### src/verilog/enc_config.svh
// --------------------
// encoder interface config: widths, saturation value and queue depth
// --------------------

`ifndef ENC_CONFIG_SVH
`define ENC_CONFIG_SVH

// quarter timer and queue entry width
`define ENC_CNT_W 26

// saturation value, all ones of the timer width
`define ENC_CNT_MAX ({`ENC_CNT_W{1'b1}})

// number of latched quarter-cycle times
`define ENC_QUEUE_DEPTH 5

// signed position count width
`define ENC_POS_W 32

`endif

### src/verilog/enc_pkg.sv
// --------------------
// encoder interface types: edge kind, quarter flags, readout word
// --------------------

`include "enc_config.svh"

package enc_pkg;

    // most recent edge seen on the encoder lines
    typedef enum logic [1:0] {
        a_up = 2'd0,
        b_up = 2'd1,
        a_dn = 2'd2,
        b_dn = 2'd3
    } edge_kind_t;

    // per-quarter flags, ovf in the msb
    typedef struct packed {
        logic       ovf;   // latched time had saturated
        logic       dir;   // direction at the edge
        edge_kind_t kind;  // which edge closed the quarter
    } qtr_flags_t;

    // -------------------- readout views
    typedef struct packed {
        qtr_flags_t                flags;
        logic [27-`ENC_CNT_W:0]    zero;
        logic [`ENC_CNT_W-1:0]     count;
    } qtr_view_t;

    typedef struct packed {
        logic                      ovf;
        logic                      dir;      // current decoder dir
        logic [1:0]                enc_cnt;  // initial edges, sat at 3
        logic [27-`ENC_CNT_W:0]    zero;
        logic [`ENC_CNT_W-1:0]     count;
    } run_view_t;

    typedef struct packed {
        logic                      ovf;
        logic                      dir;         // dir of newest quarter
        logic                      dir_change;  // quarters 1..4 disagree
        logic [28-`ENC_CNT_W:0]    zero;
        logic [`ENC_CNT_W-1:0]     count;
    } per_view_t;

    // one 32-bit word, view chosen by reg_sel
    typedef union packed {
        qtr_view_t qtr;
        run_view_t run;
        per_view_t per;
    } enc_word_u;

endpackage

### src/verilog/quad_decoder.sv
// --------------------
// quadrature decoder: syncs A/B, tracks Gray state, direction and position
// --------------------

`timescale 1ns/1ps

`include "enc_config.svh"

module quad_decoder
    import enc_pkg::*;
(
    input  logic                        clk,
    input  logic                        rst,
    input  logic                        a,          // raw encoder line A
    input  logic                        b,          // raw encoder line B
    output logic                        edge_stb,   // one cycle per legal edge
    output edge_kind_t                  edge_kind,
    output logic                        dir,        // 1 = forward
    output logic signed [`ENC_POS_W-1:0] pos,
    output logic                        enc_err     // sticky, both lines moved
);

    logic [1:0] ab_meta;    // first sync stage, {a, b}
    logic [1:0] ab_sync;    // second sync stage
    logic [1:0] ab_prev;    // previous synced pair, the FSM state
    logic [1:0] cur_idx;    // Gray index of ab_sync
    logic [1:0] prev_idx;   // Gray index of ab_prev
    logic [1:0] step;       // index difference mod 4
    edge_kind_t next_kind;

    // AB order 00 -> 10 -> 11 -> 01 maps to index 0..3
    function automatic logic [1:0] gray_idx(input logic [1:0] ab);
        case (ab)
            2'b00:   gray_idx = 2'd0;
            2'b10:   gray_idx = 2'd1;
            2'b11:   gray_idx = 2'd2;
            default: gray_idx = 2'd3;  // 01
        endcase
    endfunction

    assign cur_idx  = gray_idx(ab_sync);
    assign prev_idx = gray_idx(ab_prev);
    assign step     = cur_idx - prev_idx;  // 1 fwd, 3 back, 2 illegal, 0 idle

    // edge kind from whichever line changed
    always_comb begin
        if (ab_sync[1] != ab_prev[1]) begin
            next_kind = ab_sync[1] ? a_up : a_dn;
        end else begin
            next_kind = ab_sync[0] ? b_up : b_dn;
        end
    end

    // --------------------
    // sync stages plus registered compare, strobe two edges after first sample
    always_ff @(posedge clk) begin
        if (rst) begin
            ab_meta   <= 2'b00;
            ab_sync   <= 2'b00;
            ab_prev   <= 2'b00;   // reset state AB = 00
            edge_stb  <= 1'b0;
            edge_kind <= a_up;
            dir       <= 1'b0;
            pos       <= '0;
            enc_err   <= 1'b0;
        end else begin
            ab_meta  <= {a, b};
            ab_sync  <= ab_meta;
            ab_prev  <= ab_sync;   // follows even on an illegal jump
            edge_stb <= 1'b0;

            case (step)
                2'd1: begin                // forward quarter
                    edge_stb  <= 1'b1;
                    edge_kind <= next_kind;
                    dir       <= 1'b1;
                    pos       <= pos + 1;
                end
                2'd3: begin                // backward quarter
                    edge_stb  <= 1'b1;
                    edge_kind <= next_kind;
                    dir       <= 1'b0;
                    pos       <= pos - 1;
                end
                2'd2: begin
                    // both lines in one sample, no way to tell direction
                    enc_err <= 1'b1;
                end
                default: begin
                    // no change this cycle
                end
            endcase
        end
    end

endmodule

### src/verilog/quarter_timer.sv
// --------------------
// quarter timer: saturating count of cycles since the last edge strobe
// --------------------

`timescale 1ns/1ps

`include "enc_config.svh"

module quarter_timer (
    input  logic                  clk,
    input  logic                  rst,
    input  logic                  edge_stb,  // reload strobe from decoder
    output logic [`ENC_CNT_W-1:0] t_count,   // cycles in current quarter
    output logic                  t_ovf      // count has hit saturation
);

    logic at_max;      // count sits at the saturation value
    logic near_max;    // next increment reaches saturation

    assign at_max   = (t_count == `ENC_CNT_MAX);
    assign near_max = (t_count == `ENC_CNT_MAX - 1'b1);

    // --------------------
    // count runs from 1 after a strobe, so with strobes n cycles apart
    // the value seen at the next strobe is exactly n
    //
    // after reset nothing has been timed yet, so start saturated
    always_ff @(posedge clk) begin
        if (rst) begin
            t_count <= `ENC_CNT_MAX;
            t_ovf   <= 1'b1;
        end else if (edge_stb) begin
            t_count <= `ENC_CNT_W'(1);   // strobe cycle counts as the first
            t_ovf   <= 1'b0;
        end else if (!at_max) begin
            t_count <= t_count + 1'b1;
            t_ovf   <= near_max;         // flag together with the last step
        end else begin
            // hold at max, encoder too slow to measure
            t_ovf   <= 1'b1;
        end
    end

endmodule

### src/verilog/quarter_queue.sv
// --------------------
// shift queue of latched quarter times and their flags
// --------------------

`timescale 1ns/1ps

`include "enc_config.svh"

module quarter_queue
    import enc_pkg::*;
(
    input  logic                  clk,
    input  logic                  rst,
    input  logic                  edge_stb,   // shift strobe
    input  edge_kind_t            edge_kind,  // edge that closed the quarter
    input  logic                  dir,        // decoder dir at the strobe
    input  logic [`ENC_CNT_W-1:0] t_count,    // timer value to latch
    input  logic                  t_ovf,
    output logic [`ENC_CNT_W-1:0] q_count [1:`ENC_QUEUE_DEPTH],  // 1 newest
    output qtr_flags_t            q_flags [1:`ENC_QUEUE_DEPTH],
    output logic [1:0]            enc_cnt     // strobes seen, sat at 3
);

    qtr_flags_t new_flags;     // flags for the entry being latched

    assign new_flags = '{ovf: t_ovf, dir: dir, kind: edge_kind};

    // --------------------
    // latch the timer on the same edge it reloads
    always_ff @(posedge clk) begin
        if (rst) begin
            for (int i = 1; i <= `ENC_QUEUE_DEPTH; i++) begin
                q_count[i] <= `ENC_CNT_MAX;
                // empty entry looks like an overflowed quarter
                q_flags[i] <= '{ovf: 1'b1, dir: 1'b0, kind: a_up};
            end
        end else if (edge_stb) begin
            q_count[1] <= t_count;
            q_flags[1] <= new_flags;
            // older entries move down one place, oldest falls off
            for (int i = 2; i <= `ENC_QUEUE_DEPTH; i++) begin
                q_count[i] <= q_count[i-1];
                q_flags[i] <= q_flags[i-1];
            end
        end
    end

    // --------------------
    // initial edge count
    // software ignores dir_change until enough quarters are real
    always_ff @(posedge clk) begin
        if (rst) begin
            enc_cnt <= 2'd0;
        end else if (edge_stb && (enc_cnt != 2'd3)) begin
            enc_cnt <= enc_cnt + 2'd1;
        end
    end

endmodule

### src/verilog/enc_word_format.sv
// --------------------
// readout formatter: full-cycle period, direction change, selected word
// --------------------

`timescale 1ns/1ps

`include "enc_config.svh"

module enc_word_format
    import enc_pkg::*;
(
    input  logic [`ENC_CNT_W-1:0] q_count [1:`ENC_QUEUE_DEPTH],
    input  qtr_flags_t            q_flags [1:`ENC_QUEUE_DEPTH],
    input  logic [`ENC_CNT_W-1:0] t_count,   // running time
    input  logic                  t_ovf,
    input  logic                  dir,       // current decoder dir
    input  logic [1:0]            enc_cnt,
    input  logic [2:0]            reg_sel,   // 0 per, 1 q1, 2 q5, 3 run
    output enc_word_u             rdata
);

    logic [`ENC_CNT_W+1:0] sum;        // 4 quarters, 2 guard bits
    logic                  any_ovf;    // an overflowed entry in 1..4
    logic                  sum_ovf;
    logic [`ENC_CNT_W-1:0] per_count;  // saturated period
    logic [3:0]            dir_all;    // dir flags of quarters 1..4
    logic                  dir_change;

    assign sum = {2'b00, q_count[1]} + {2'b00, q_count[2]}
               + {2'b00, q_count[3]} + {2'b00, q_count[4]};

    assign any_ovf   = q_flags[1].ovf | q_flags[2].ovf | q_flags[3].ovf | q_flags[4].ovf;
    assign sum_ovf   = any_ovf || (sum > {2'b00, `ENC_CNT_MAX});
    assign per_count = sum_ovf ? `ENC_CNT_MAX : sum[`ENC_CNT_W-1:0];

    assign dir_all    = {q_flags[1].dir, q_flags[2].dir, q_flags[3].dir, q_flags[4].dir};
    assign dir_change = (dir_all != 4'b0000) && (dir_all != 4'b1111);

    // -------------------- register select, unused fields stay zero
    always_comb begin
        rdata = '0;
        case (reg_sel)
            3'd0: begin    // full-cycle period
                rdata.per.ovf        = sum_ovf;
                rdata.per.dir        = q_flags[1].dir;
                rdata.per.dir_change = dir_change;
                rdata.per.count      = per_count;
            end
            3'd1: begin    // newest quarter
                rdata.qtr.flags = q_flags[1];
                rdata.qtr.count = q_count[1];
            end
            3'd2: begin    // oldest quarter
                rdata.qtr.flags = q_flags[`ENC_QUEUE_DEPTH];
                rdata.qtr.count = q_count[`ENC_QUEUE_DEPTH];
            end
            3'd3: begin    // time since last edge
                rdata.run.ovf     = t_ovf;
                rdata.run.dir     = dir;
                rdata.run.enc_cnt = enc_cnt;
                rdata.run.count   = t_count;
            end
            default: begin
                // unmapped selects read zero
            end
        endcase
    end

endmodule

### src/verilog/enc_top.sv
// --------------------
// encoder interface top: decoder, quarter timer, queue and readout
// --------------------

`timescale 1ns/1ps

`include "enc_config.svh"

module enc_top
    import enc_pkg::*;
(
    input  logic                         clk,
    input  logic                         rst,
    input  logic                         a,        // raw encoder lines
    input  logic                         b,
    input  logic [2:0]                   reg_sel,
    output enc_word_u                    rdata,
    output logic signed [`ENC_POS_W-1:0] pos,
    output logic                         dir,
    output logic                         enc_err
);

    // -------------------- internal nets
    logic                  edge_stb;
    edge_kind_t            edge_kind;
    logic [`ENC_CNT_W-1:0] t_count;
    logic                  t_ovf;
    logic [`ENC_CNT_W-1:0] q_count [1:`ENC_QUEUE_DEPTH];
    qtr_flags_t            q_flags [1:`ENC_QUEUE_DEPTH];
    logic [1:0]            enc_cnt;

    quad_decoder u_decoder (
        .clk       (clk),
        .rst       (rst),
        .a         (a),
        .b         (b),
        .edge_stb  (edge_stb),
        .edge_kind (edge_kind),
        .dir       (dir),
        .pos       (pos),
        .enc_err   (enc_err)
    );

    quarter_timer u_timer (
        .clk      (clk),
        .rst      (rst),
        .edge_stb (edge_stb),
        .t_count  (t_count),
        .t_ovf    (t_ovf)
    );

    // shifts on the same edge the timer reloads
    quarter_queue u_queue (
        .clk       (clk),
        .rst       (rst),
        .edge_stb  (edge_stb),
        .edge_kind (edge_kind),
        .dir       (dir),
        .t_count   (t_count),
        .t_ovf     (t_ovf),
        .q_count   (q_count),
        .q_flags   (q_flags),
        .enc_cnt   (enc_cnt)
    );

    enc_word_format u_format (
        .q_count (q_count),
        .q_flags (q_flags),
        .t_count (t_count),
        .t_ovf   (t_ovf),
        .dir     (dir),
        .enc_cnt (enc_cnt),
        .reg_sel (reg_sel),
        .rdata   (rdata)
    );

endmodule

### config.mk
export PLATFORM = sky130hd
export DESIGN_NAME = enc_top
export DESIGN_NICKNAME = d
export VERILOG_FILES = /design/src/verilog/enc_pkg.sv /design/src/verilog/quad_decoder.sv /design/src/verilog/quarter_timer.sv /design/src/verilog/quarter_queue.sv /design/src/verilog/enc_word_format.sv /design/src/verilog/enc_top.sv
export VERILOG_INCLUDE_DIRS = /design/src /design/src/verilog
export SDC_FILE = /design/constraint.sdc
export NUM_CORES = 1
export LEC_CHECK = 0
export BUFFER_PORTS_ARGS = -buffer_cell sky130_fd_sc_hd__buf_2
export CORE_ASPECT_RATIO = 1.5
export CORE_UTILIZATION = 25
export DETAILED_ROUTE_END_ITERATION = 10
export PLACE_DENSITY = 0.5
export SLEW_MARGIN = 20
export SYNTH_ARGS = -nofsm -noshare
export SYNTH_HDL_FRONTEND = slang
export SYNTH_SLANG_ARGS = --single-unit
export TNS_END_PERCENT = 30
### constraint.sdc
create_clock -name clk -period 13.3 [get_ports clk]
set_clock_uncertainty 0.15 [all_clocks]
set_input_delay 0.665 -clock clk [delete_from_list [all_inputs] [get_ports clk]]
set_output_delay 0.665 -clock clk [all_outputs]
set_load 0.05 [all_outputs]
==> results.sh <==
export IMPL_fin_crit_sh=0.578
export IMPL_layout_nets=1828
export IMPL_cpPeakStageDelay_ps=490
export IMPL_tns_ps=0
export IMPL_tightestPinTransition_ps=1040
export IMPL_path_delay_family="compound AO/OA/AOI/OAI gates"
export IMPL_initial_core_util=0.253
export IMPL_syn_area_sq_um=14400
export IMPL_synthTopCellsByCount="dfxtp_1 (222), nand2_1 (220), inv_1 (141)"
export IMPL_core_area_sq_um=56800
export IMPL_synth_avg_cell_area_sq_um=8.51
export IMPL_drt_pass1_iterations=5
export IMPL_gr_total_overflow=0
export IMPL_criticalPathCategory="flip-flop to output pin"
export IMPL_drt_iter0_markers=599
export IMPL_max_cap_violations=0
export IMPL_synth_edf_count=0
export IMPL_use_met3=0.0254
export IMPL_ys_flop_type="dfxtp_1"
export IMPL_setup_viol=0
export IMPL_grt_antenna_before_repair=1
export IMPL_post_route_util=0.287
export IMPL_grt_max_degree=191
export IMPL_cts_resized=0
export IMPL_port_buffers=70
export IMPL_via_per_inst=4.83
export IMPL_seq_power_share=0.354
export IMPL_ctsHoldBuffers=0
export IMPL_synth_cell_types=81
export IMPL_grt_pass1_vias=12100
export IMPL_powerDensity_nw_per_um2=132
export IMPL_switching_share=0.358
export IMPL_p_int_uw=1390
export IMPL_status="completed"
export IMPL_pwr_share_clk=0.355
export IMPL_cp_start_kind="flip-flop"
export IMPL_cts_buffers=27
export IMPL_die_w_microns=198
export IMPL_synth_async_reset_ratio=0
export IMPL_synthDominantCellAreaShare=0.310
export IMPL_switchingPower_uw=772
export IMPL_grt_util_met2=0.259
export IMPL_fin_crit_ps=7690
export IMPL_p_leak_uw=0.00679
export IMPL_htreeDepth=1
export IMPL_clk_latency_ps=570
export IMPL_worstPathRequired_ps=12480
export IMPL_die_h_microns=296
export IMPL_final_hold_viol_count=0
export IMPL_ys_ff_latch=222
export IMPL_use_met1=0.159
export IMPL_path_buf_inv=3
export IMPL_ys_seq_area_frac=0.310
export IMPL_num_vias=12000
export IMPL_routabilityCongestion=0.861
export IMPL_synth_cells=1688
export IMPL_cp_arrival_ps=6880
export IMPL_synth_warnings=0
export IMPL_hold_path_class="primary input to flip-flop"
export IMPL_syn_to_final_growth_pct=13.5
export IMPL_drive_gt1_frac=0.118
export IMPL_slew_viol_final=0
export IMPL_grt_pass1_wl_mm=65.1
export IMPL_rows=107
export IMPL_yosysMostFrequentCell="dfxtp_1"
export IMPL_yosys_top_cells_area="dfxtp_1 (31%), ha_1 (7.8%), mux2i_1 (7.5%), nand2_1 (5.8%), fa_1 (4.0%)"
export IMPL_antenna_left=0
export IMPL_maxSlewHeadroom=0.304
export IMPL_cp_slowest_cell="fa_1"
export IMPL_p_comb_frac=0.292
export IMPL_clock_path_buffers=3
export IMPL_path_clk_slew_ps=60
export IMPL_io_pins=73
export IMPL_crit_chain="ha_1 -> fa_1 -> a211oi_1 -> nor3_1 -> o31a_1 -> o31ai_2 -> nand2_1 -> a21o_1 -> a21oi_1 -> xor2_1 -> fa_1 -> inv_1 -> ha_1 -> and3_4 -> a221o_1 -> nand3_1 -> a21boi_1 -> or4_1 -> a31o_1 -> o211ai_4 -> buf_4 -> o221ai_1 -> buf_2"
export IMPL_end_kind="output pin"
export IMPL_cts_tree="built"
export IMPL_max_freq_mhz=130
export IMPL_post_place_ws_ps=6180
export IMPL_wl_mm=40.3
export IMPL_grt_usage=0.140
export IMPL_wire_per_inst_microns=16.2
export IMPL_cts_sinks=222
export IMPL_die_area_sq_um=58400
export IMPL_drc=0
export IMPL_setup_slack_ps=5610
export IMPL_clockRootBuffer="clkbuf_16"
export IMPL_yosysTopAreaCell="dfxtp_1"
export IMPL_ir_drop_v=0.0000846
export IMPL_top_usage_layer="met2"
export IMPL_n_antenna_cell=0
export IMPL_path_max_fanout=19
export IMPL_rsz0062_at_grt="no"
export IMPL_dp_hpwl_mm=28.3
export IMPL_cts_setup_buffers=0
export IMPL_holdWs_ps=164
-- state kept, by name, indices dropped and copies added, names as in the netlist --
name	cells
u_decoder.ab_meta	2
u_queue.enc_cnt	2
u_decoder.ab_sync	2
u_queue.q_flags	20
u_decoder.enc_err	1
u_timer.t_count	26
u_decoder.edge_stb	1
u_decoder.edge_kind	2
u_timer.t_ovf	1
u_queue.q_count	130
u_decoder.dir	1
u_decoder.ab_prev	2
u_decoder.pos	32
-- per-layer routing --
layer / up-vias / share of wire
li1: 5971 / -
met1: 5724 / 0.41
met2: 224 / 0.51
met3: 62 / 0.050
met4: 2 / 0.029
met5: - / 0.00032
-- worst register-to-register path, cell delays in order (launching register included) --
cell      delay [ps]
dfxtp_1          390
inv_1             80
ha_1             280
ha_1             210
xor2_1           410
nor2_2            40
buf_4            270
ha_1             460
and2_1           240
a221o_1          380
a211oi_1         290
o21ai_0          170
o21ai_0          430
a31oi_1          180
xnor2_1          180
o22ai_1           80
-- placed cells by master (no fill, tap or decap), types with 27 or more instances in the layout --
| master | count |
|---|---|
| xnor2_1 | 43 |
| nand3_1 | 27 |
| o21ai_0 | 65 |
| a21oi_1 | 93 |
| o211ai_1 | 56 |
| clkbuf_16 | 27 |
| fa_1 | 29 |
| buf_2 | 70 |
| mux2i_1 | 107 |
| nor2_1 | 90 |
| a21o_1 | 36 |
| a22oi_1 | 27 |
| dfxtp_1 | 221 |
| ha_1 | 90 |
| xor2_1 | 39 |
| inv_1 | 140 |
| nand2_1 | 220 |
-- cells by family after synthesis --
kind of cell | count (synthesis) | share of synthesized area
other | 1 | 0.000261
XOR/XNOR | 82 | 0.0500
flip-flops | 222 | 0.310
buffers and inverters | 238 | 0.0647
AO/OA/AOI/OAI | 416 | 0.204
multiplexers | 136 | 0.0997
AND/OR/NAND/NOR | 473 | 0.152
adder cells (fa/ha/maj) | 120 | 0.120
-- layout make-up --
| class | instances | area [sq um] |
|---|---|---|
| clock buffers | 36 | 779 |
| repair buffers | 81 | 445 |
| clock inverters | 10 | 134 |
| well taps | 763 | 955 |
| multi-input cells | 1229 | 9000 |
| flip-flops and latches | 222 | 4450 |
| inverters | 141 | 532 |
| fillers | 6119 | 40500 |
-- stage by stage --
| stage | instance area [sq um] | power (uW) | cells |
|---|---|---|---|
| finish | 16300 | 2160 | 2482 |
| global route | 16300 | 2290 | 2482 |
| CTS | 16300 | 2190 | 2482 |
| detailed placement | 15400 | 1410 | 2436 |
| global placement | 15400 | 1400 | 2436 |
| floorplan | 14400 | 1240 | 1689 |
-- path summary, 6_finish.rpt --
kind	depth (start not counted)	slack (ps)	endpoint	from
worst min-delay path	2	160	u_decoder.ab_meta[0]$_SDFF_PP0_	b
worst max-delay path	23	5610	rdata[9]	u_queue.q_count[78]$_SDFFE_PP1P_
worst min register to register	1	300	u_decoder.ab_sync[0]$_SDFF_PP0_	u_decoder.ab_meta[0]$_SDFF_PP0_
worst max register to register	15	8920	u_decoder.pos[28]$_SDFFE_PP0P_	u_decoder.ab_sync[1]$_SDFF_PP0_
-- power by group through the flow --
stage,clock network [uW],registers (uW),logic (uW)
after floorplan,0,776,468
after global placement,0,775,628
after detailed placement,0,777,631
after CTS,793,763,635
after global routing,821,771,697
final,765,763,629
Power figures use the tool's default switching activity.
